## config.mk

```make
export PLATFORM = sky130hd
export DESIGN_NAME = hit_select
export DESIGN_NICKNAME = d
export VERILOG_FILES = /design/src/cache_pkg.sv /design/src/hit_select.sv
export SDC_FILE = /design/constraint.sdc
export NUM_CORES = 1
export LEC_CHECK = 0
export BUFFER_PORTS_ARGS = -buffer_cell sky130_fd_sc_hd__buf_2
export CORE_AREA = 2 2 205 207
export DETAILED_ROUTE_END_ITERATION = 7
export DIE_AREA = 0 0 207 209
export GPL_TIMING_DRIVEN = 0
export MAX_ROUTING_LAYER = met4
export PLACE_DENSITY = 0.34
export SLEW_MARGIN = 10
export SYNTH_ARGS = -nofsm -noshare
export SYNTH_HDL_FRONTEND = slang
export SYNTH_SLANG_ARGS = --single-unit
```

## constraint.sdc

```tcl
create_clock -name vclk -period 2.7
set_clock_uncertainty 0.1 [all_clocks]
set_input_delay 0.135 -clock vclk [all_inputs]
set_output_delay 0.135 -clock vclk [all_outputs]
set_load 0.01 [all_outputs]
```

## src/cache_pkg.sv

```systemverilog
package cache_pkg;

    // Cache geometry
    localparam int ADDR_W = 32;
    localparam int WORD_W = 32;
    localparam int WORDS_PER_LINE = 4;
    localparam int OFFSET_BITS = 4;

    // LRU is a single bit per set, so this stays at two
    localparam int NUM_WAYS = 2;

    // --------------------
    // Shared types
    // --------------------
    typedef logic [ADDR_W-1:0] addr_t;
    typedef logic [WORD_W-1:0] word_t;
    typedef logic [WORD_W/8-1:0] strb_t;

    // Word 0 sits in the low bits
    typedef logic [WORD_W*WORDS_PER_LINE-1:0] line_t;

    typedef logic [$clog2(NUM_WAYS)-1:0] way_t;

endpackage

```

## src/hit_select.sv

```systemverilog
module hit_select #(
    parameter int INDEX_BITS = 4,
    localparam int TAG_W = cache_pkg::ADDR_W - cache_pkg::OFFSET_BITS - INDEX_BITS,
    localparam int SEL_W = $clog2(cache_pkg::WORDS_PER_LINE)
) (
    input  logic [TAG_W-1:0]                                req_tag,
    input  logic [SEL_W-1:0]                                word_sel,
    input  logic                                            lru_bit,
    input  logic [cache_pkg::NUM_WAYS-1:0][TAG_W-1:0]       way_tags,
    input  logic [cache_pkg::NUM_WAYS-1:0]                  way_valids,
    input  logic [cache_pkg::NUM_WAYS-1:0]                  way_dirtys,
    input  cache_pkg::line_t [cache_pkg::NUM_WAYS-1:0]      way_lines,
    output logic                                            hit,
    output cache_pkg::way_t                                 hit_way,
    output cache_pkg::word_t                                hit_word,
    output cache_pkg::way_t                                 victim_way,
    output logic [TAG_W-1:0]                                victim_tag,
    output logic                                            victim_dirty,
    output cache_pkg::line_t                                victim_line
);
    import cache_pkg::*;

    line_t hit_line;

    always_comb begin
        hit = 1'b0;
        hit_way = '0;
        for (int w = 0; w < NUM_WAYS; w++) begin
            if (way_valids[w] && way_tags[w] == req_tag) begin
                hit = 1'b1;
                hit_way = way_t'(w);
            end
        end
    end

    assign hit_line = way_lines[hit_way];
    assign hit_word = hit_line[word_sel*WORD_W +: WORD_W];

    // Lowest invalid way wins, else the LRU way
    always_comb begin
        victim_way = way_t'(lru_bit);
        for (int w = NUM_WAYS - 1; w >= 0; w--) begin
            if (!way_valids[w]) begin
                victim_way = way_t'(w);
            end
        end
    end

    assign victim_tag = way_tags[victim_way];
    assign victim_dirty = way_dirtys[victim_way] && way_valids[victim_way];
    assign victim_line = way_lines[victim_way];

endmodule

```

# ---- Word level (Yosys, flattened, before mapping)
# Cells that the tools add are included.
# Widths: inputs -> output; s select.
dict set report op_classes {
  addsub 0
  multipliers 0
  div_mod_pow 0
  n_lt_le_gt_ge 2
  eq_ne 2
  shift 1
  n_mux 15
  n_bitwise 0
  reduce_logical 3
}
# operator n
set op_table {}
lappend op_table {{$mux 128} 4}
lappend op_table {{$shiftx 128x8->32} 1}
lappend op_table {{$eq 24x24->1} 2}
lappend op_table {{$mux 24} 2}
lappend op_table {{$mux 1} 9}
lappend op_table {{$lt 1x2->1 const B} 2}
lappend op_table {{$logic_and 1x1->1} 3}
dict set report totals {
  reg_bits 0
  latch_bits 0
  ram_bits 0
  mem_bits_ro 0
  elab_cells 23
  mem_count 0
}

# ---- Longest topological paths before layout
# Gate-level depths: netlist of run 1.
dict set report logic_depth {
  word_depth 6
  ltp_mapped 7
  mapped_depth_nobuf 5
}

# ---- Worst setup path before layout of run 1
# OpenSTA, ideal clock, no wires.
dict set report synth_path {
  kind {input-to-output}
  start {input word_sel[0]}
  end {output hit_word[0]}
  t_arrival_ns 1.638
  slack_ns 0.827
  path_stages 4
  path_buffers 2
  cell_sequence {clkbuf_1 -> buf_2 -> mux4_2 -> mux2_2}
}
dict set report synth_between {
  elab_chain_cells 1
}
# element line
set synth_rtl {}
lappend synth_rtl {{start, declared} hit_select.sv:7} ;# input logic [SEL_W-1:0] word_sel,
lappend synth_rtl {{$shiftx 128x8->32} hit_select.sv:37} ;# assign hit_word = hit_line[word_sel*WORD_W +: WORD_W];
lappend synth_rtl {{end, declared} hit_select.sv:15} ;# output cache_pkg::word_t hit_word,
# Every way passes these cells.

# ---- Worst setup path after layout of run 1
dict set report layout_path {
  start {input req_tag[17]}
  end {output hit_word[13]}
}
dict set report layout_between {
  elab_chain_cells 6
}
# element line
set layout_rtl {}
lappend layout_rtl {{start, declared} hit_select.sv:6} ;# input logic [TAG_W-1:0] req_tag,
lappend layout_rtl {{$eq 24x24->1} hit_select.sv:29} ;# if (way_valids[w] && way_tags[w] == req_tag) begin
lappend layout_rtl {{$logic_and 1x1->1} hit_select.sv:29}
lappend layout_rtl {{$mux 1} hit_select.sv:29}
lappend layout_rtl {{$mux 128 (implied by the code) (2 in a row)} hit_select.sv:36} ;# assign hit_line = way_lines[hit_way];
lappend layout_rtl {{$shiftx 128x8->32} hit_select.sv:37}
# Every way passes these cells. The select of a mux whose other input is x is not followed.

==> impl_metrics.tcl, run 1 <==
set metrics [dict create \
    outcome "complete, no violations" \
    drt_first_iter_violations 424 \
    layout-drive-gt1-share_pct 53.53 \
    power_frac_comb_pct 100.0 \
    grt_max_degree 11 \
    switchingPower_uw 879.8 \
    final_max_slew_viol_count 0 \
    cap_violations 0 \
    power.density_nw_per_um2 203.5 \
    die_y_um 209 \
    cpPeakStageDelay_ps 400 \
    post_cts_buffers 0 \
    hold_class "input pin to output pin" \
    rows 75 \
    port_buffers 521 \
    p_int_uw 703.7 \
    worst-path-max-fanout 10 \
    seq_area_um2 0 \
    cts-resized-gates 13 \
    syn-num-nets 1017 \
    final_util_pct 18.85 \
    dr.pass1.iters 5 \
    grt_pass1_wl_mm 51.49 \
    start_kind "input pin" \
    grt_pass1_vias 7329 \
    crit_top_cell "buf_2" \
    dp_slack_ps -502.7 \
    setup_slack_ps 177.4 \
    grt_overflow 0 \
    crit_buf_inv 3 \
    yosysUniqueCellTypes 22 \
    fin_crit_ps 2523 \
    avgSynthCellArea_um2 6.544 \
    viasPerCell 4.112 \
    holdWs_ps 455.1 \
    die_area_um2 43260 \
    seqPwrFrac_pct 0 \
    io_pins 523 \
    nFillCells 4841 \
    grt_use_total_pct 16.40 \
    pwr-share-clk_pct 0 \
    worstPathCellList "buf_2, xnor2_1, nand4_1, nor4_1, nand4_2, buf_6, mux2_4, buf_2" \
    remaining_drc_errors 0 \
    relSlewSlack_pct 39.58 \
    hold_violations 0 \
    cp_slowest_cell "nand4_2" \
    layout_common_cells "527 x buf_2, 459 x nand2_1, 64 x mux4_2, 30 x mux2_4, 27 x xor2_1" \
    yosysWarnings 0 \
    place_hpwl_mm 31.23 \
    p_leak_nw 4.483 \
    fin_nets 1540 \
    num_vias 7175 \
    synth_cells 682 \
    start_util_pct 10.81 \
    fmax_mhz 396.4 \
    routedWlPerCell_um 21.18 \
    rsz0062_at_grt "no" \
    mostFrequentLayoutCell "buf_2" \
    wl_mm 36.95 \
    antenna_found_initial 3 \
    fin_area_um2 7781 \
    flops_and_latches 0 \
    cts_hold_buf 0 \
    place_area_um2 7749 \
    syn_to_final_growth_pct 74.35 \
    die_x_um 207 \
    end_kind "output pin" \
    syn_area_um2 4463 \
    finalWeightedCongestion 0.9162 \
    core_area_um2 41290 \
    max_slew.worst_pin.slew_ps 906.2 \
    fin_crit_sh_pct 93.43 \
    n_clock_buffer 0 \
    ant_nets 0 \
    cp_data_required_time_ps 2470 \
    crit_family "simple AND/OR/NAND/NOR gates" \
    arrival_ps 2290 \
    setup_viol 0 \
    irDropWorstVdd_mv 0.05026 \
    p_sw_share_pct 55.56 \
    worst-setup-path-type "input pin to output pin" \
    synth.yosys.seq_area_share_pct 0 \
]
## final timing paths
kind / from / end / slack, ps / depth (start not counted)
min: way_lines[172] / victim_line[44] / 460 / 4
max: req_tag[17] / hit_word[13] / 180 / 8
## synth_stat cells, drive strengths merged
cell type	n	area share, %
a41o	1	0.22
and3	2	0.28
buf	9	1.4
clkbuf	40	3.4
inv	2	0.17
mux2	32	11
mux2i	1	0.22
mux4	64	32
nand2	459	39
nand3	1	0.11
nand4	7	1.1
nor2	2	0.17
nor3	5	0.56
nor4	7	0.98
nor4b	1	0.34
o21ai	1	0.11
xnor2	21	4.1
xor2	27	5.3
## power groups by stage
stage | Combinational, mW | Sequential [mW] | Clock [mW]
5_1_grt | 1.72 | 0 | 0.000000149
6_report | 1.58 | 0 | 0.000000149
2_1_floorplan | 0.754 | 0 | 0
4_1_cts | 1.61 | 0 | 0
3_5_place_dp | 1.60 | 0 | 0
3_3_place_gp | 1.60 | 0 | 0
## stage by stage
stage                     power, mW  instances  setup TNS [ps]
after floorplan              0.7539        682               0
after global placement        1.603       1742          -73230
after detailed placement      1.600       1742          -28690
after CTS                     1.609       1742               0
after global routing          1.717       1745               0
final                         1.584       1745               0
## area by class of cell
type	count	area (um^2)	area share, %
antenna	3	7.507	0.09648
buffer	49	231.5	2.975
inverter	2	7.507	0.09648
multi-input combinational	631	4253	54.66
tap	539	674.4	8.667
timing repair buffer	521	2608	33.51
## cells by family after synthesis
family | after synthesis | share of synthesized area [%]
mux | 97 | 43.12
buf+inv | 51 | 4.962
simple gates | 484 | 42.16
compound gates | 2 | 0.3363
xor+xnor | 48 | 9.420
## per-layer routing
layer	share of wire, %	track usage [%]	wire, um
met5	0	-	0
met4	1.0	1.798	370
met3	5.4	1.758	2007
met2	51	29.20	18950
met1	42	20.57	15630
## tightest hold or removal path, delay by kind of cell
| kind | cells | cell delay (ps) |
|---|---|---|
| and+or+nand+nor | 2 | 80 |
| buffers and inverters | 2 | 190 |
Note: power is estimated with default switching activity, not from simulation.
==> inputs of run 2 (changes only) <==
--- a/config.mk
+++ b/config.mk
@@ -6,12 +6,12 @@
 export NUM_CORES = 1
 export LEC_CHECK = 0
 export BUFFER_PORTS_ARGS = -buffer_cell sky130_fd_sc_hd__buf_2
-export CORE_AREA = 2 2 205 207
+export CORE_AREA = 2 2 202 204
 export DETAILED_ROUTE_END_ITERATION = 7
-export DIE_AREA = 0 0 207 209
+export DIE_AREA = 0 0 204 206
 export GPL_TIMING_DRIVEN = 0
 export MAX_ROUTING_LAYER = met4
-export PLACE_DENSITY = 0.34
+export PLACE_DENSITY = 0.35
 export SLEW_MARGIN = 10
 export SYNTH_ARGS = -nofsm -noshare
 export SYNTH_HDL_FRONTEND = slang
==> constraint.sdc (replaced) <==
create_clock -name vclk -period 2.74
set_clock_uncertainty 0.1 [all_clocks]
set_input_delay 0.137 -clock vclk [all_inputs]
set_output_delay 0.137 -clock vclk [all_outputs]
set_load 0.01 [all_outputs]
==> run 2 against run 1 <==
Compared with the run above:
- count of clock-buffer cells in the layout unchanged
- power down 1.9%
- final cell count down 0.40%
- core utilization up 0.48 points
- highest routed layer unchanged
- die area down 2.9%
- sequential share of layout area unchanged
- worst setup slack better by 99 ps
- largest power group unchanged
- via count down 1.5%
==> impl_metrics.tcl, run 2 (synthesis results as in run 1) <==
set metrics [dict create \
    outcome "complete, no violations" \
    die_x_um 204 \
    core_area_um2 40180 \
    hp-start "way_lines[208]" \
    n_clock_buffer 0 \
    layout-drive-gt1-share_pct 53.03 \
    crit_buf_inv 5 \
    grt_overflow 0 \
    io_pins 523 \
    num_vias 7065 \
    fin_nets 1540 \
    final_max_slew_viol_count 0 \
    p_total_mw 1.554 \
    worst-setup-path-type "input pin to output pin" \
    cp_data_required_time_ps 2500 \
    cp-startpoint "way_valids[1]" \
    met1_usage_pct 20.36 \
    arrival_ps 2230 \
    port_buffers 521 \
    gr-usage-met3_pct 2.570 \
    viasPerCell 4.065 \
    setup_viol 0 \
    remaining_drc_errors 0 \
    rows 74 \
    fin_crit_sh_pct 89.90 \
    place_hpwl_mm 30.55 \
    grt-busiest-layer "met2" \
    nFillCells 4757 \
    syn_to_final_growth_pct 73.98 \
    cpPeakStageDelay_ps 620 \
    fmax_mhz 405.9 \
    ant_nets 0 \
    start_kind "input pin" \
    rsz0062_at_grt "no" \
    finalWeightedCongestion 0.8948 \
    cap_violations 0 \
    flops_and_latches 0 \
    wl_mm 36.21 \
    p_leak_nw 4.466 \
    start_util_pct 11.11 \
    drt_first_iter_violations 392 \
    setup_tns_ps 0 \
    worst-path-max-fanout 10 \
    routedWlPerCell_um 20.83 \
    power.density_nw_per_um2 200.1 \
    worstPathCellList "buf_2, inv_1, o21ai_4, clkbuf_2, clkbuf_1, nand2_1, nand2_1, buf_2" \
    layout_common_cells "527 x buf_2, 459 x nand2_1, 64 x mux4_2, 32 x clkbuf_1, 30 x mux2_4" \
    crit_family "buffers and inverters" \
    grt_use_total_pct 16.37 \
    cts_hold_buf 0 \
    end_kind "output pin" \
    fin_crit_ps 2463 \
    grt_pass1_wl_mm 49.00 \
    hold_violations 0 \
    die_area_um2 42020 \
    antenna_found_initial 4 \
    mostFrequentLayoutCell "buf_2" \
    relSlewSlack_pct 28.96 \
    seq_area_um2 0 \
    grt_max_degree 11 \
    hold_class "input pin to output pin" \
    met2_usage_pct 28.69 \
    irDropWorstVdd_mv 0.04929 \
    cp_slowest_cell "clkbuf_1" \
    max_slew.worst_pin.slew_ps 1066 \
    grt_pass1_vias 7060 \
    die_y_um 206 \
    dr.pass1.iters 4 \
]
run 2: cell count changes in the layout (fill, tap and decap cells not counted):
cell	delta
clkbuf_1	+6
clkbuf_2	-6
run 2: power by group:
group,switching [mW],total [mW],internal [mW]
Sequential,0,0,0
Combinational,0.862,1.55,0.692
Clock,0,0.000000147,0.000000147
run 2: layout make-up:
class / instances / area, um^2 / share of cell area (%)
diodes: 3 / 7.507 / 0.09668
plain buffers: 49 / 224.0 / 2.884
inverters: 2 / 7.507 / 0.09668
repair buffers: 521 / 2608 / 33.58
well taps: 532 / 665.6 / 8.572
multi-input cells: 631 / 4253 / 54.77
run 2: through the flow:
stage	std cells	utilization, %	hold slack (ps)	cell area [um^2]	setup slack (ps)
5_1_grt	1738	19.32	482.9	7765	33.41
3_3_place_gp	1735	19.25	462.2	7736	-745.2
6_report	1738	19.32	457.8	7765	276.6
4_1_cts	1735	19.30	463.5	7754	56.66
3_5_place_dp	1735	19.25	462.6	7736	-772.7
2_1_floorplan	682	-	267.9	4463	863.1
run 2: worst paths after layout:
| check | to | slack, ps | cells after the start |
|---|---|---|---|
| worst min-delay path | victim_line[80] | 460 | 4 |
| worst max-delay path | victim_line[100] | 280 | 8 |
run 2: routing by layer:
layer / vias up / share of wire, %
met2: 355 / 50
met3: 30 / 6.9
met1: 3365 / 42
li1: 3315 / -
met4: 0 / 1.4
met5: - / 0
run 2: what timing repair did:
action,in CTS,in global routing
pin swaps,0,0
setup endpoints to repair,173,10
setup buffers,0,0
gates resized for setup,7,7
run 2: worst min-delay path, stage by stage:
cell and delay (ps):
buf_2 80, nand2_1 40, nand2_1 50, buf_2 120
==> inputs of run 3 (changes only) <==
--- a/config.mk
+++ b/config.mk
@@ -6,12 +6,11 @@
 export NUM_CORES = 1
 export LEC_CHECK = 0
 export BUFFER_PORTS_ARGS = -buffer_cell sky130_fd_sc_hd__buf_2
-export CORE_AREA = 2 2 202 204
+export CORE_AREA = 2 2 205 207
 export DETAILED_ROUTE_END_ITERATION = 7
-export DIE_AREA = 0 0 204 206
+export DIE_AREA = 0 0 207 209
 export GPL_TIMING_DRIVEN = 0
 export MAX_ROUTING_LAYER = met4
-export PLACE_DENSITY = 0.35
 export SLEW_MARGIN = 10
 export SYNTH_ARGS = -nofsm -noshare
 export SYNTH_HDL_FRONTEND = slang
==> run 3 against run 2 <==
Compared with the run above:
- design area up 0.24%
- combinational power about the same
- hold slack worse by 1.3 ps
- sequential share of layout area unchanged
- critical endpoint is now victim_line[97]
- largest cell class unchanged
==> impl_metrics.tcl, run 3 (synthesis results as in run 1) <==
set metrics [dict create \
    outcome "complete, no violations" \
    hold_class "input pin to output pin" \
    cp-startpoint "way_valids[1]" \
    cts_hold_buf 0 \
    irDropWorstVdd_mv 0.06525 \
    fin_crit_ps 2525 \
    seq_area_um2 0 \
    hp-start "way_lines[171]" \
    rows 75 \
    rsz0062_at_grt "no" \
    fmax_mhz 396.0 \
    grt_overflow 0 \
    worst-setup-path-type "input pin to output pin" \
    final_util_pct 18.85 \
    grt_max_degree 11 \
    die_area_um2 43260 \
    dp_cells 1743 \
    p_leak_nw 4.489 \
    grt_pass1_wl_mm 50.36 \
    mostFrequentLayoutCell "buf_2" \
    core_area_um2 41290 \
    power.density_nw_per_um2 203.5 \
    ant_nets 0 \
    cp_data_required_time_ps 2500 \
    n_clock_buffer 0 \
    flops_and_latches 0 \
    grt_pass1_vias 7427 \
    viasPerCell 4.181 \
    arrival_ps 2290 \
    routedWlPerCell_um 20.91 \
    die_x_um 207 \
    layout_common_cells "527 x buf_2, 459 x nand2_1, 64 x mux4_2, 30 x mux2_4, 27 x xor2_1" \
    drt_first_iter_violations 461 \
    num_vias 7291 \
    start_kind "input pin" \
    end_kind "output pin" \
    syn_to_final_growth_pct 74.40 \
    final_max_slew_viol_count 0 \
    wl_mm 36.47 \
    fin_nets 1541 \
    die_y_um 209 \
    max_slew.worst_pin.slew_ps 1002 \
    relSlewSlack_pct 33.17 \
    place_hpwl_mm 30.97 \
    setup_viol 0 \
    antenna_found_initial 1 \
    worst-path-max-fanout 10 \
    fin_crit_sh_pct 92.17 \
    io_pins 523 \
    cap_violations 0 \
    port_buffers 521 \
    grt_use_total_pct 16.12 \
    post_cts_buffers 0 \
    finalWeightedCongestion 1.013 \
    hold_violations 0 \
    remaining_drc_errors 0 \
    start_util_pct 10.81 \
    layout-drive-gt1-share_pct 53.57 \
    instances_no_fill 1744 \
    dr.pass1.iters 6 \
]
-- run 3: cell type report --
type / instances / area [um^2]
fillers: 4805 / 33510
multi-input cells: 631 / 4245
repair buffers: 522 / 2623
well taps: 539 / 674.4
plain buffers: 49 / 231.5
inverters: 2 / 7.507
diodes: 1 / 2.502
-- run 3: what timing repair did --
action,4_1_cts,5_1_grt
pin swaps,0,0
endpoints found under the setup margin,103,23
resized for setup,11,6
-- run 3: report_power, final --
part / internal [mW] / switching, mW / leakage [nW] / total, mW
clock: 0.0000000488 / 0 / 0.00000634 / 0.0000000488
combinational: 0.695 / 0.889 / 4.49 / 1.58
sequential: 0 / 0 / 0 / 0
-- run 3: metal layers --
layer	track usage, %	vias up	wire length, um
li1	-	3322	-
met1	19.87	3424	15210
met2	27.30	478	17590
met3	2.750	67	2558
met4	4.039	0	1105
met5	-	-	0
-- run 3: through the flow --
step	power [mW]	worst slack, ps	hold WS (ps)	TNS, ps	area, um^2
after floorplan	0.7429	863.1	267.9	0	4463
after global placement	1.580	-1037	454.4	-98830	7745
after detailed placement	1.588	-465.4	458.5	-18760	7764
after CTS	1.596	9.993	459.4	0	7777
after global routing	1.705	36.11	479.6	0	7784
final	1.584	214.6	456.5	0	7784
-- run 3: worst paths after layout --
path  cells past startpoint              end
max                       9  victim_line[97]
min                       4  victim_line[43]
-- run 3: worst max-delay path: stages --
cell and delay [ps]:
buf_2 110, inv_1 80, o21ai_2 340, buf_8 190, clkbuf_1 490, clkbuf_2 490, nand2_1 120, nand2_1 140
buf_2 170
