<file path="config.mk">
export PLATFORM = sky130hd
export DESIGN_NAME = refill_unit
export DESIGN_NICKNAME = d
export VERILOG_FILES = /design/src/cache_pkg.sv /design/src/refill_unit.sv
export SDC_FILE = /design/constraint.sdc
export NUM_CORES = 1
export LEC_CHECK = 0
export BUFFER_PORTS_ARGS = -buffer_cell sky130_fd_sc_hd__buf_2
export CORE_AREA = 2 2 178 180
export CTS_CLUSTER_SIZE = 25
export DETAILED_ROUTE_END_ITERATION = 8
export DIE_AREA = 0 0 180 182
export PLACE_DENSITY = 0.71
export SLEW_MARGIN = 20
export SYNTH_ARGS = -nofsm -noshare
export SYNTH_HDL_FRONTEND = slang
export SYNTH_SLANG_ARGS = --single-unit
</file>
<file path="constraint.sdc">
create_clock -name clk -period 6.4 [get_ports clk]
set_input_delay 0.64 -clock clk [delete_from_list [all_inputs] [get_ports clk]]
set_output_delay 0.64 -clock clk [all_outputs]
set_load 0.01 [all_outputs]
</file>
<file path="src/cache_pkg.sv">
package cache_pkg;

    // Cache geometry
    localparam int ADDR_W = 32;
    localparam int WORD_W = 32;
    localparam int WORDS_PER_LINE = 4;
    localparam int OFFSET_BITS = 4;

    // LRU is a single bit per set, so this stays at two
    localparam int NUM_WAYS = 2;

    // --------------------
    // Shared types
    // --------------------
    typedef logic [ADDR_W-1:0] addr_t;
    typedef logic [WORD_W-1:0] word_t;
    typedef logic [WORD_W/8-1:0] strb_t;

    // Word 0 sits in the low bits
    typedef logic [WORD_W*WORDS_PER_LINE-1:0] line_t;

    typedef logic [$clog2(NUM_WAYS)-1:0] way_t;

endpackage

</file>
<file path="src/refill_unit.sv">
module refill_unit #(
    parameter int INDEX_BITS = 4,
    localparam int TAG_W = cache_pkg::ADDR_W - cache_pkg::OFFSET_BITS - INDEX_BITS
) (
    input  logic              clk,
    input  logic              rst,
    input  logic              refill_start,
    input  cache_pkg::addr_t  refill_addr,
    input  cache_pkg::addr_t  victim_addr,
    input  logic              writeback,
    input  cache_pkg::line_t  victim_data,
    output logic              fill_valid,
    output cache_pkg::line_t  fill_line,
    output logic              busy,
    output logic              mem_rd_req_valid,
    output cache_pkg::addr_t  mem_rd_addr,
    input  logic              mem_rd_req_ready,
    input  logic              mem_rd_data_valid,
    input  cache_pkg::word_t  mem_rd_data,
    input  logic              mem_rd_last,
    output logic              mem_rd_data_ready,
    output logic              mem_wr_req_valid,
    output cache_pkg::addr_t  mem_wr_addr,
    input  logic              mem_wr_req_ready,
    output logic              mem_wr_data_valid,
    output cache_pkg::word_t  mem_wr_data,
    output logic              mem_wr_last,
    input  logic              mem_wr_data_ready
);
    import cache_pkg::*;

    localparam int BEAT_W = $clog2(WORDS_PER_LINE);
    localparam int S_WAIT = 0, S_RREQ = 1, S_RDAT = 2, S_FILL = 3, S_WREQ = 4, S_WDAT = 5;

    logic [5:0] state;
    logic [5:0] state_next;
    logic [BEAT_W-1:0] beat_q;
    logic [INDEX_BITS-1:0] index_q;
    logic [TAG_W-1:0] rtag_q;
    logic [TAG_W-1:0] vtag_q;
    logic wb_q;
    line_t victim_q;
    line_t line_q;

    always_ff @(posedge clk) begin
        if (rst) begin
            state <= 6'b1 << S_WAIT;
        end else begin
            state <= state_next;
        end
    end

    always_comb begin
        state_next = state;
        case (1'b1)
            state[S_WAIT]: if (refill_start) state_next = 6'b1 << S_RREQ;
            state[S_RREQ]: if (mem_rd_req_ready) state_next = 6'b1 << S_RDAT;
            state[S_RDAT]: if (mem_rd_data_valid && mem_rd_last) state_next = 6'b1 << S_FILL;
            state[S_FILL]: state_next = wb_q ? 6'b1 << S_WREQ : 6'b1 << S_WAIT;
            state[S_WREQ]: if (mem_wr_req_ready) state_next = 6'b1 << S_WDAT;
            state[S_WDAT]: if (mem_wr_data_ready && mem_wr_last) state_next = 6'b1 << S_WAIT;
            default: state_next = 6'b1 << S_WAIT;
        endcase
    end

    // Victim shares the set index with the missing line
    always_ff @(posedge clk) begin
        if (state[S_WAIT] && refill_start) begin
            index_q <= refill_addr[OFFSET_BITS +: INDEX_BITS];
            rtag_q <= refill_addr[ADDR_W-1 -: TAG_W];
            vtag_q <= victim_addr[ADDR_W-1 -: TAG_W];
            wb_q <= writeback;
            victim_q <= victim_data;
        end
        if (mem_rd_data_valid && mem_rd_data_ready) begin
            line_q[beat_q*WORD_W +: WORD_W] <= mem_rd_data;
        end
    end

    always_ff @(posedge clk) begin
        if (rst || state[S_RREQ] || state[S_WREQ]) begin
            beat_q <= '0;
        end else if ((mem_rd_data_valid && mem_rd_data_ready) ||
                     (mem_wr_data_valid && mem_wr_data_ready)) begin
            beat_q <= beat_q + 1'b1;
        end
    end

    // --------------------
    // Memory side
    // --------------------
    assign mem_rd_req_valid = state[S_RREQ];
    assign mem_rd_addr = {rtag_q, index_q, OFFSET_BITS'(0)};
    assign mem_rd_data_ready = state[S_RDAT];
    assign mem_wr_req_valid = state[S_WREQ];
    assign mem_wr_addr = {vtag_q, index_q, OFFSET_BITS'(0)};
    assign mem_wr_data_valid = state[S_WDAT];
    assign mem_wr_data = victim_q[beat_q*WORD_W +: WORD_W];
    assign mem_wr_last = state[S_WDAT] && beat_q == BEAT_W'(WORDS_PER_LINE - 1);

    assign fill_valid = state[S_FILL];
    assign fill_line = line_q;
    assign busy = ~state[S_WAIT];

endmodule

</file>
# Word-level counts from Yosys, hierarchy flattened
# Cells that the tools add are included.
[totals]
regBits = 317
in_bits = 233
output_inout_bits = 231
word_cells = 48
[op_classes]
add_sub_neg = 2
n_eq_ne = 5
shifts = 3
mux = 13
n_bitwise = 1
n_reduce_logical = 12
[ops]
columns = ["op", "n"]
rows = [
  ["128-bit bitwise mux", 1],
  ["32-bit by 34-bit variable shift with 128-bit output, first input constant", 1],
  ["128-bit by 8-bit variable part select with 32-bit output", 1],
  ["32-bit by 34-bit variable part select with 128-bit output", 1],
  ["6-bit 2-to-1 mux", 11],
  ["7-bit negation with 34-bit output", 1],
  ["1-bit logical AND", 6],
  ["6-bit != test, second input constant", 1],
  ["5-bit 2-to-1 mux", 1],
  ["4-bit by 3-bit != test with 1-bit output, second input constant", 1],
  ["4-bit AND reduction", 1],
  ["1-bit logical OR", 3],
  ["3-bit != test, second input constant", 1],
  ["3-bit AND reduction", 1],
  ["2-bit by 1-bit adder with 2-bit output, second input constant", 1],
  ["2-bit == test, second input constant", 1],
  ["2-bit != test, second input constant", 1],
  ["2-bit AND reduction", 1],
  ["1-bit inverter", 1],
]

# Longest topological paths before layout
# Gate-level depths: netlist (run 1).
[depth]
word_depth = 10
ltp_mapped = 7
mapped_depth_nobuf = 5

# Worst setup path before layout (run 1)
# No wires, ideal clock.
[synth_timing]
path_kind = "in2reg"
startpoint = "input refill_start"
endpoint = "register index_q[0] (enable)"
setup_time_ps = 532
t_arrival_ps = 4258
required_time_ps = 5868
setup_slack_ps = 1610
path_stages = 2
path_buffers = 0
path_cell_list = "nand2_1 > inv_1"
[synth_via]
elab_chain_cells = 1
[synth_rtl]
columns = ["element", "line_no", "text"]
rows = [
  ["start, declared", "refill_unit.sv:7", "input logic refill_start,"],
  ["1-bit logical AND", "refill_unit.sv:68", "if (state[S_WAIT] && refill_start) begin"],
  ["end signal, assigned", "refill_unit.sv:69", "index_q <= refill_addr[OFFSET_BITS +: INDEX_BITS];"],
  ["end, declared", "refill_unit.sv:38", "logic [INDEX_BITS-1:0] index_q;"],
]
# Every way passes these cells.
# A chain may end at the register's enable or synchronous reset.

# Worst setup path in the final report (run 1)
[layout_timing]
startpoint = "register beat_q[0]"
endpoint = "output mem_wr_data[6]"
[layout_via]
elab_chain_cells = 1
[layout_rtl]
columns = ["element", "line_no", "text"]
rows = [
  ["start, declared", "refill_unit.sv:37", "logic [BEAT_W-1:0] beat_q;"],
  ["start signal, assigned", "refill_unit.sv:85", "beat_q <= beat_q + 1'b1;"],
  ["128-bit by 8-bit variable part select with 32-bit output", "refill_unit.sv:98", "assign mem_wr_data = victim_q[beat_q*WORD_W +: WORD_W];"],
  ["end, declared", "refill_unit.sv:26", "output cache_pkg::word_t mem_wr_data,"],
]
# Every way passes these cells.

==> metrics, run 1 <==
Final Power=4616 µW; DR DRC count=0; CTS Buf Count=34; sequential area share after synthesis=0.8159; clock skew=0.01362 ns; CP cell instances=buf_4, mux4_2, buf_2; Post-DRT Antenna Nets=0; starting density of the core=0.3733; Worst setup EP type=output pin; RSZ-0062 raised after global routing=no; CP max FO=36; Max-Cap Viols=0; YS warnings=0; maximum buffer depth of the clock tree=3; critical path class=reg2out; grt ovf=0; Avg WL per Cell=19.61 µm; Max Freq=0.3398 GHz; first-pass GRT wire length=42.24 mm; Post-synth EDFFs=~310; Worst setup startpoint=beat_q[0]; GP Congestion=just over 0.8; peak supply drop=233.7 µV; initial drt markers=462; Slew HR=0.4556; Worst-path clk slew=0.06 ns; synthesized instance count=566; period utilisation layout=0.4598; Post-CTS Setup Inserts=0; post-route minimum period=2.943 ns; IO Port Bufs=around 440; Hold Vio Cnt, Final=0; Post-synth top cells=309 x edfxtp_1, 129 x and2_1, 32 x mux4_2; reg2reg setup slack=4.03 ns; largest cells by area after synthesis=edfxtp_1 80%, and2_1 7.0%, mux4_2 6.2%, dfxtp_1 1.4%, buf_4 0.97%; status=finished clean; initial antenna violation count=8; Post-Syn Area=11570 µm²; FF-to-FF End=victim_q[17]; Critical Path Slowest Stage Cell=mux4_2; Worst EP arrival=2.30 ns; H-tree depth=2; Total GRT Usage=0.1714; Primary FF master, synth=edfxtp_1; post-CTS resize count=0; buffer and inverter count on the worst path=2; ys async rst share=0; #FFs+latches synth=317; RR Startpoint=state[0]; Lkg Pwr=roughly 0.0064 µW; critical path depth=3; full die area=approximately 33000 µm²; hold crit path type=in2reg; Worst Path Required=5.76 ns; Pre-Repair DR Iteration Count=4; vias in the first global route=7019; Slew Limit Fails=0; Netlist cell types=38; Die W=180 µm; largest area contributor in the netlist=edfxtp_1; clk root buf=clkbuf_16; largest net degree at the start of global routing=73; post-detail-place hpwl=20.62 mm; PD cells=around 300 nW/µm²; slowest cell delay on critical path=0.63 ns; CORE AREA=~31000 µm²; final WL=~29 mm; TritonCTS clock tree=done; R2R depth=3; clk_lat worst skew=0.50 ns; share of cells above drive strength 1=0.5152; cell with the most instances after synthesis=edfxtp_1; # IOs=464; Vias=6817; Worst Setup EP=mem_wr_data[6]; critical path launch point type=flop; vias per inst=~4.7; Die Ht=roughly 180 µm; hold bufs inserted after CTS=0; Mean Syn Cell Area=20.44 µm²; clock sink count=317; Crit path max-delay family=buffers and inverters; Layout Area Growth over Synthesis=32.57%; area share of the leading cell type in the synthesized netlist=0.8021; Slew @ Worst Pin=between 0.8 and 0.9 ns; setup_tns=0 ns; nets=1266; Setup violations, final=0; Rows=65
==> worst min-delay path by stage <==
stage	endpoint	slack, ns	startpoint	depth (start not counted)
floorplan	beat_q[0]	0.54	state[4]	1
global placement	beat_q[0]	0.53	state[4]	1
detailed placement	beat_q[1]	0.54	state[4]	1
CTS	victim_q[42]	0.28	victim_data[42]	1
global route	index_q[0]	0.28	refill_addr[4]	1
finish	victim_q[38]	0.31	victim_data[38]	1
==> cells in the final DEF, fill, tap and decap left out, drive strengths merged, types with 4 or more instances in the layout <==
| cell | n |
|---|---|
| nand2 | 4 |
| clkinv | 10 |
| and2 | 129 |
| buf | 454 |
| and3 | 4 |
| dfxtp | 8 |
| mux4 | 32 |
| conb | 8 |
| ha | 5 |
| edfxtp | 309 |
| diode | 6 |
| clkbuf | 46 |
| inv | 6 |
| nor2 | 4 |
==> logic make-up after synthesis <==
logic type	count (synthesis)	share of synthesized area
flops	317	0.8159
buf+inv	40	0.02044
xor+xnor	1	0.0007572
simple gates	157	0.08631
compound gates	12	0.007679
other cells	1	0.0003242
mux	33	0.06316
fa+ha+maj	5	0.005408
==> power by group <==
group,leakage (µW),switching [µW],internal [µW]
sequential,0.00318,26.2,2380
combinational,0.00268,152,123
clock,0.000541,766,1170
==> stage by stage <==
| stage | hold slack (ns) | util | std cells | setup WS, ns | area (µm²) |
|---|---|---|---|---|---|
| after floorplan | 0.5384 | - | 573 | 1.610 | 11590 |
| after global placement | 0.5285 | 0.4580 | 1392 | 3.822 | 14190 |
| after detailed placement | 0.5351 | 0.4585 | 1393 | 3.766 | 14210 |
| after CTS | 0.2763 | 0.4941 | 1453 | 3.347 | 15310 |
| after global routing | 0.2844 | 0.4947 | 1457 | 3.295 | 15330 |
| final | 0.3055 | 0.4949 | 1460 | 3.457 | 15340 |
==> layer usage <==
metal / track usage / share of wire / up-vias
li1: - / - / 3075
met1: 0.1836 / 0.35 / 3309
met3: 0.06398 / 0.096 / 58
met4: 0.06829 / 0.038 / 2
met5: 0 / 0.00056 / -
met2: 0.3061 / 0.52 / 373
==> flip-flops by register name (all words and copies together), names as in the netlist <==
register,flops
vtag_q,24
victim_q,128
fill_line,128
index_q,4
state,6
wb_q,1
rtag_q,24
beat_q,2
==> cell type report <==
| class | count | area (µm²) |
|---|---|---|
| Antenna cell | 6 | 15.01 |
| Clock buffer | 46 | 959.7 |
| Clock inverter | 14 | 142.6 |
| Fill cell | 2645 | 15650 |
| Inverter | 5 | 23.77 |
| Multi-Input combinational cell | 216 | 1939 |
| Sequential cell | 317 | 9442 |
| Tap cell | 402 | 503.0 |
| Timing Repair Buffer | 454 | 2311 |
No activity file was read; power rests on OpenSTA's default activity.
==> run 2: changes to the inputs <==
--- a/config.mk
+++ b/config.mk
@@ -5,11 +5,12 @@
 export SDC_FILE = /design/constraint.sdc
 export NUM_CORES = 1
 export LEC_CHECK = 0
+export ABC_AREA = 1
 export BUFFER_PORTS_ARGS = -buffer_cell sky130_fd_sc_hd__buf_2
-export CORE_AREA = 2 2 178 180
+export CORE_AREA = 2 2 181 183
 export CTS_CLUSTER_SIZE = 25
 export DETAILED_ROUTE_END_ITERATION = 8
-export DIE_AREA = 0 0 180 182
+export DIE_AREA = 0 0 183 185
 export PLACE_DENSITY = 0.71
 export SLEW_MARGIN = 20
 export SYNTH_ARGS = -nofsm -noshare
==> constraint.sdc (replaced) <==
create_clock -name clk -period 2.62 [get_ports clk]
set_input_delay 0.262 -clock clk [delete_from_list [all_inputs] [get_ports clk]]
set_output_delay 0.262 -clock clk [all_outputs]
set_load 0.01 [all_outputs]
==> metrics, run 2 <==
status=finished clean; ys async rst share=0 (unchanged); Max Freq=0.4238 GHz; Hold Vio Cnt, Final=0 (unchanged); initial drt markers=650 (+41%); Worst Setup EP=mem_wr_data[0]; Worst setup EP type=output pin; Multi-input gate area=1815 µm² (-6.4%); vias per inst=4.884 (+4.6%); Layout Area Growth over Synthesis=49.07%; Synth Area in Compound Gates=0.04919 (+0.04152); DR DRC count=0 (unchanged); Clk pwr share=0.396 (-0.024); Slew HR=0.4874 (+0.03176); H-tree depth=1 (-1); Rows=66 (+1.5%); Post-CTS Setup Inserts=0 (unchanged); commonest non-fill, non-tap cell in the layout=buf_2; highest-count cells in the layout ignoring fill and taps=443 x buf_2, 309 x edfxtp_1, 185 x dlygate4sd3_1; clock sink count=317 (unchanged); slowest cell delay on critical path=0.38 ns (-0.25 ns); Max-Cap Viols=0 (unchanged); CTS Buf Count=31 (-8.8%); register area=9442 µm² (unchanged); Mean Syn Cell Area=15.05 µm² (-26%); Crit path max-delay family=buffers and inverters; synthesized instance count=774 (+37%); CP max FO=32 (-11%); sequential share of power=0.510 (-0.011); Post-Synth XOR/XNOR Area=0 (-0.0007571); FF-to-FF End=fill_line[51]; first-pass GRT wire length=52.99 mm (+25%); critical path launch point type=flop; fin util=0.5419 (+0.04701); largest net degree at the start of global routing=69 (-5.5%); Pre-Repair DR Iteration Count=6 (+2); Filler Cell Count=2540 (-4.0%); largest family of logic cells by synthesized area=simple AND/OR/NAND/NOR gates; area share of the leading cell type in the synthesized netlist=0.7966 (-0.005514); post-route cell area=17360 µm² (+13%); full die area=33860 µm² (+3.3%); cell with the most instances after synthesis=edfxtp_1; Total GRT Usage=0.2059 (+0.03445); multiplexer area fraction after synthesis=0 (-0.06316); clk_lat worst skew=0.57 ns (+0.07 ns); Avg WL per Cell=19.79 µm (+0.92%); Simple-Gate Fraction of Synth Area=0.09592 (+0.009611); Post-DRT Antenna Nets=0 (unchanged); CP cell instances=inv_1, buf_4, o21ai_0, o22ai_1, buf_2; peak supply drop=608.6 µV (+160%); IO Port Bufs=443 (unchanged); Worst-path clk slew=0.06 ns (about the same); critical path class=reg2out; Post-Syn Area=11650 µm² (+0.69%); Slew Limit Fails=0 (unchanged); post-synthesis adder-cell area fraction=0.005371 (-0.00003717); Slew @ Worst Pin=0.7673 ns (-0.04926 ns); TritonCTS clock tree=done; nets=1653 (+31%); critical path depth=5 (+2); YS warnings=0 (unchanged); placed instance area=14480 µm² (+1.9%); Int Power=8871 µW (+140%); hold crit path type=in2reg; RR Startpoint=beat_q[0]; Critical Path Slowest Stage Cell=buf_4; initial antenna violation count=5 (-3); final cell count without fillers=1853 (+27%); grt ovf=0 (unchanged); post-detail-place hpwl=21.64 mm (+4.9%); Lkg Pwr=0.007023 µW (+9.7%); Worst setup startpoint=beat_q[1]; vias in the first global route=9426 (+34%); share of cells above drive strength 1=0.3806 (-0.1347); Netlist cell types=25 (-34%); dpl cells=1605 (+15%); buffer and inverter count on the worst path=3 (+1); post-route minimum period=2.360 ns; hold bufs inserted after CTS=185 (+185); largest area contributor in the netlist=edfxtp_1; largest cells by area after synthesis=edfxtp_1 80%, nor2_1 4.9%, o21ai_0 2.9%, nor3_1 1.7%, nor3_2 1.7%; RSZ-0062 raised after global routing=no; maximum buffer depth of the clock tree=3 (unchanged); share of total power in combinational logic=0.094 (+0.034); Die Ht=185 µm (+1.6%); Vias=9050 (+33%); Primary FF master, synth=edfxtp_1; Worst EP arrival=2.10 ns (-0.20 ns); # IOs=464 (unchanged); Psw=2644 µW (+180%); clk root buf=clkbuf_16; GP Congestion=0.8104 (-0.86%); sequential area share after synthesis=0.8103 (-0.005609); Post-synth EDFFs=309 (unchanged); #FFs+latches synth=317 (unchanged); starting density of the core=0.3636 (-0.009791); Worst Path Required=2.36 ns (-3.40 ns); Post-synth top cells=309 x edfxtp_1, 152 x nor2_1, 67 x o21ai_0; hold path cells=3 (+2); post-CTS resize count=0 (unchanged); Final Power=11510 µW (+150%); period utilisation layout=0.9007; clock skew=0.006696 ns (-0.006925 ns); Setup violations, final=0 (unchanged); PD cells=663.1 nW/µm² (+120%); R2R depth=5 (+2); CORE AREA=32040 µm² (+3.4%); switch share=0.2296 (+0.02512); Die W=183 µm (+1.7%); final WL=36.67 mm (+28%); reg2reg setup slack=0.67 ns (-3.36 ns)
[run 2: cell types whose count changed after synthesis, sizes merged, moves of 7 or more]
cell    previous run  this run
nor3               3        60
o21ai              1        67
mux4              32         0
nand3              2         9
nor2               4       152
clkbuf            13        29
and2             129         0
inv                5        50
o22ai              0        32
nand2              4        17
[run 2: power by group through the flow]
stage,Clock (µW),Combinational (µW),Sequential (µW)
CTS,4570,1050,5860
global route,4800,1160,5890
detailed placement,0,828,5970
floorplan,0,329,6020
finish,4560,1080,5880
global placement,0,813,5960
[run 2: cells by family (layout without fill, tap and decap cells)]
kind of cell               after synthesis  in the layout
DFF                                    317            317
and+or+nand+nor                        244            244
AOI/OAI and AO/OA                      105            105
buffers and inverters                  102            761
adders and majority gates                5              5
other                                    1             13
[run 2: final cells by class]
type / instances / area share
diodes: 5 / 0.0007206
clock buffers: 35 / 0.04554
clock inverters: 23 / 0.01340
inverters: 50 / 0.01102
multi-input cells: 362 / 0.1046
flip-flops and latches: 317 / 0.5437
well taps: 408 / 0.02940
repair buffers: 653 / 0.2516
[run 2: worst reg2reg max path, delay by kind of cell (launching register included)]
kind,cells,cell delay (ns)
buffers and inverters,2,0.73
flip-flops,1,0.34
adder cells (fa/ha/maj),1,0.31
AND/OR/NAND/NOR,2,0.30
[run 2: how the worst min path moves through the flow]
stage,startpoint,endpoint,slack (ns)
2_1_floorplan,rst,state[3],0.33
3_3_place_gp,refill_addr[13],rtag_q[5],0.44
3_5_place_dp,refill_addr[10],rtag_q[2],0.44
4_1_cts,mem_rd_data[19],fill_line[19],0.02
5_1_grt,mem_rd_data[19],fill_line[19],0.03
6_report,mem_rd_data[19],fill_line[19],0.04
[run 2: through the flow]
step	setup slack [ns]	hold WS (ns)	setup TNS, ns
final	0.2602	0.04478	0
after global routing	0.09310	0.03368	0
after CTS	0.2516	0.02017	0
after detailed placement	0.6704	0.4401	0
after global placement	0.6795	0.4382	0
after floorplan	-0.8858	0.3311	-160.93
[run 2: per-layer routing]
metal	vias up	global-route usage	wire, µm
li1	4070	-	-
met1	4391	0.2236	12920
met2	521	0.3853	19390
met3	68	0.05545	3331
met4	0	0.07264	1025
met5	-	0	0
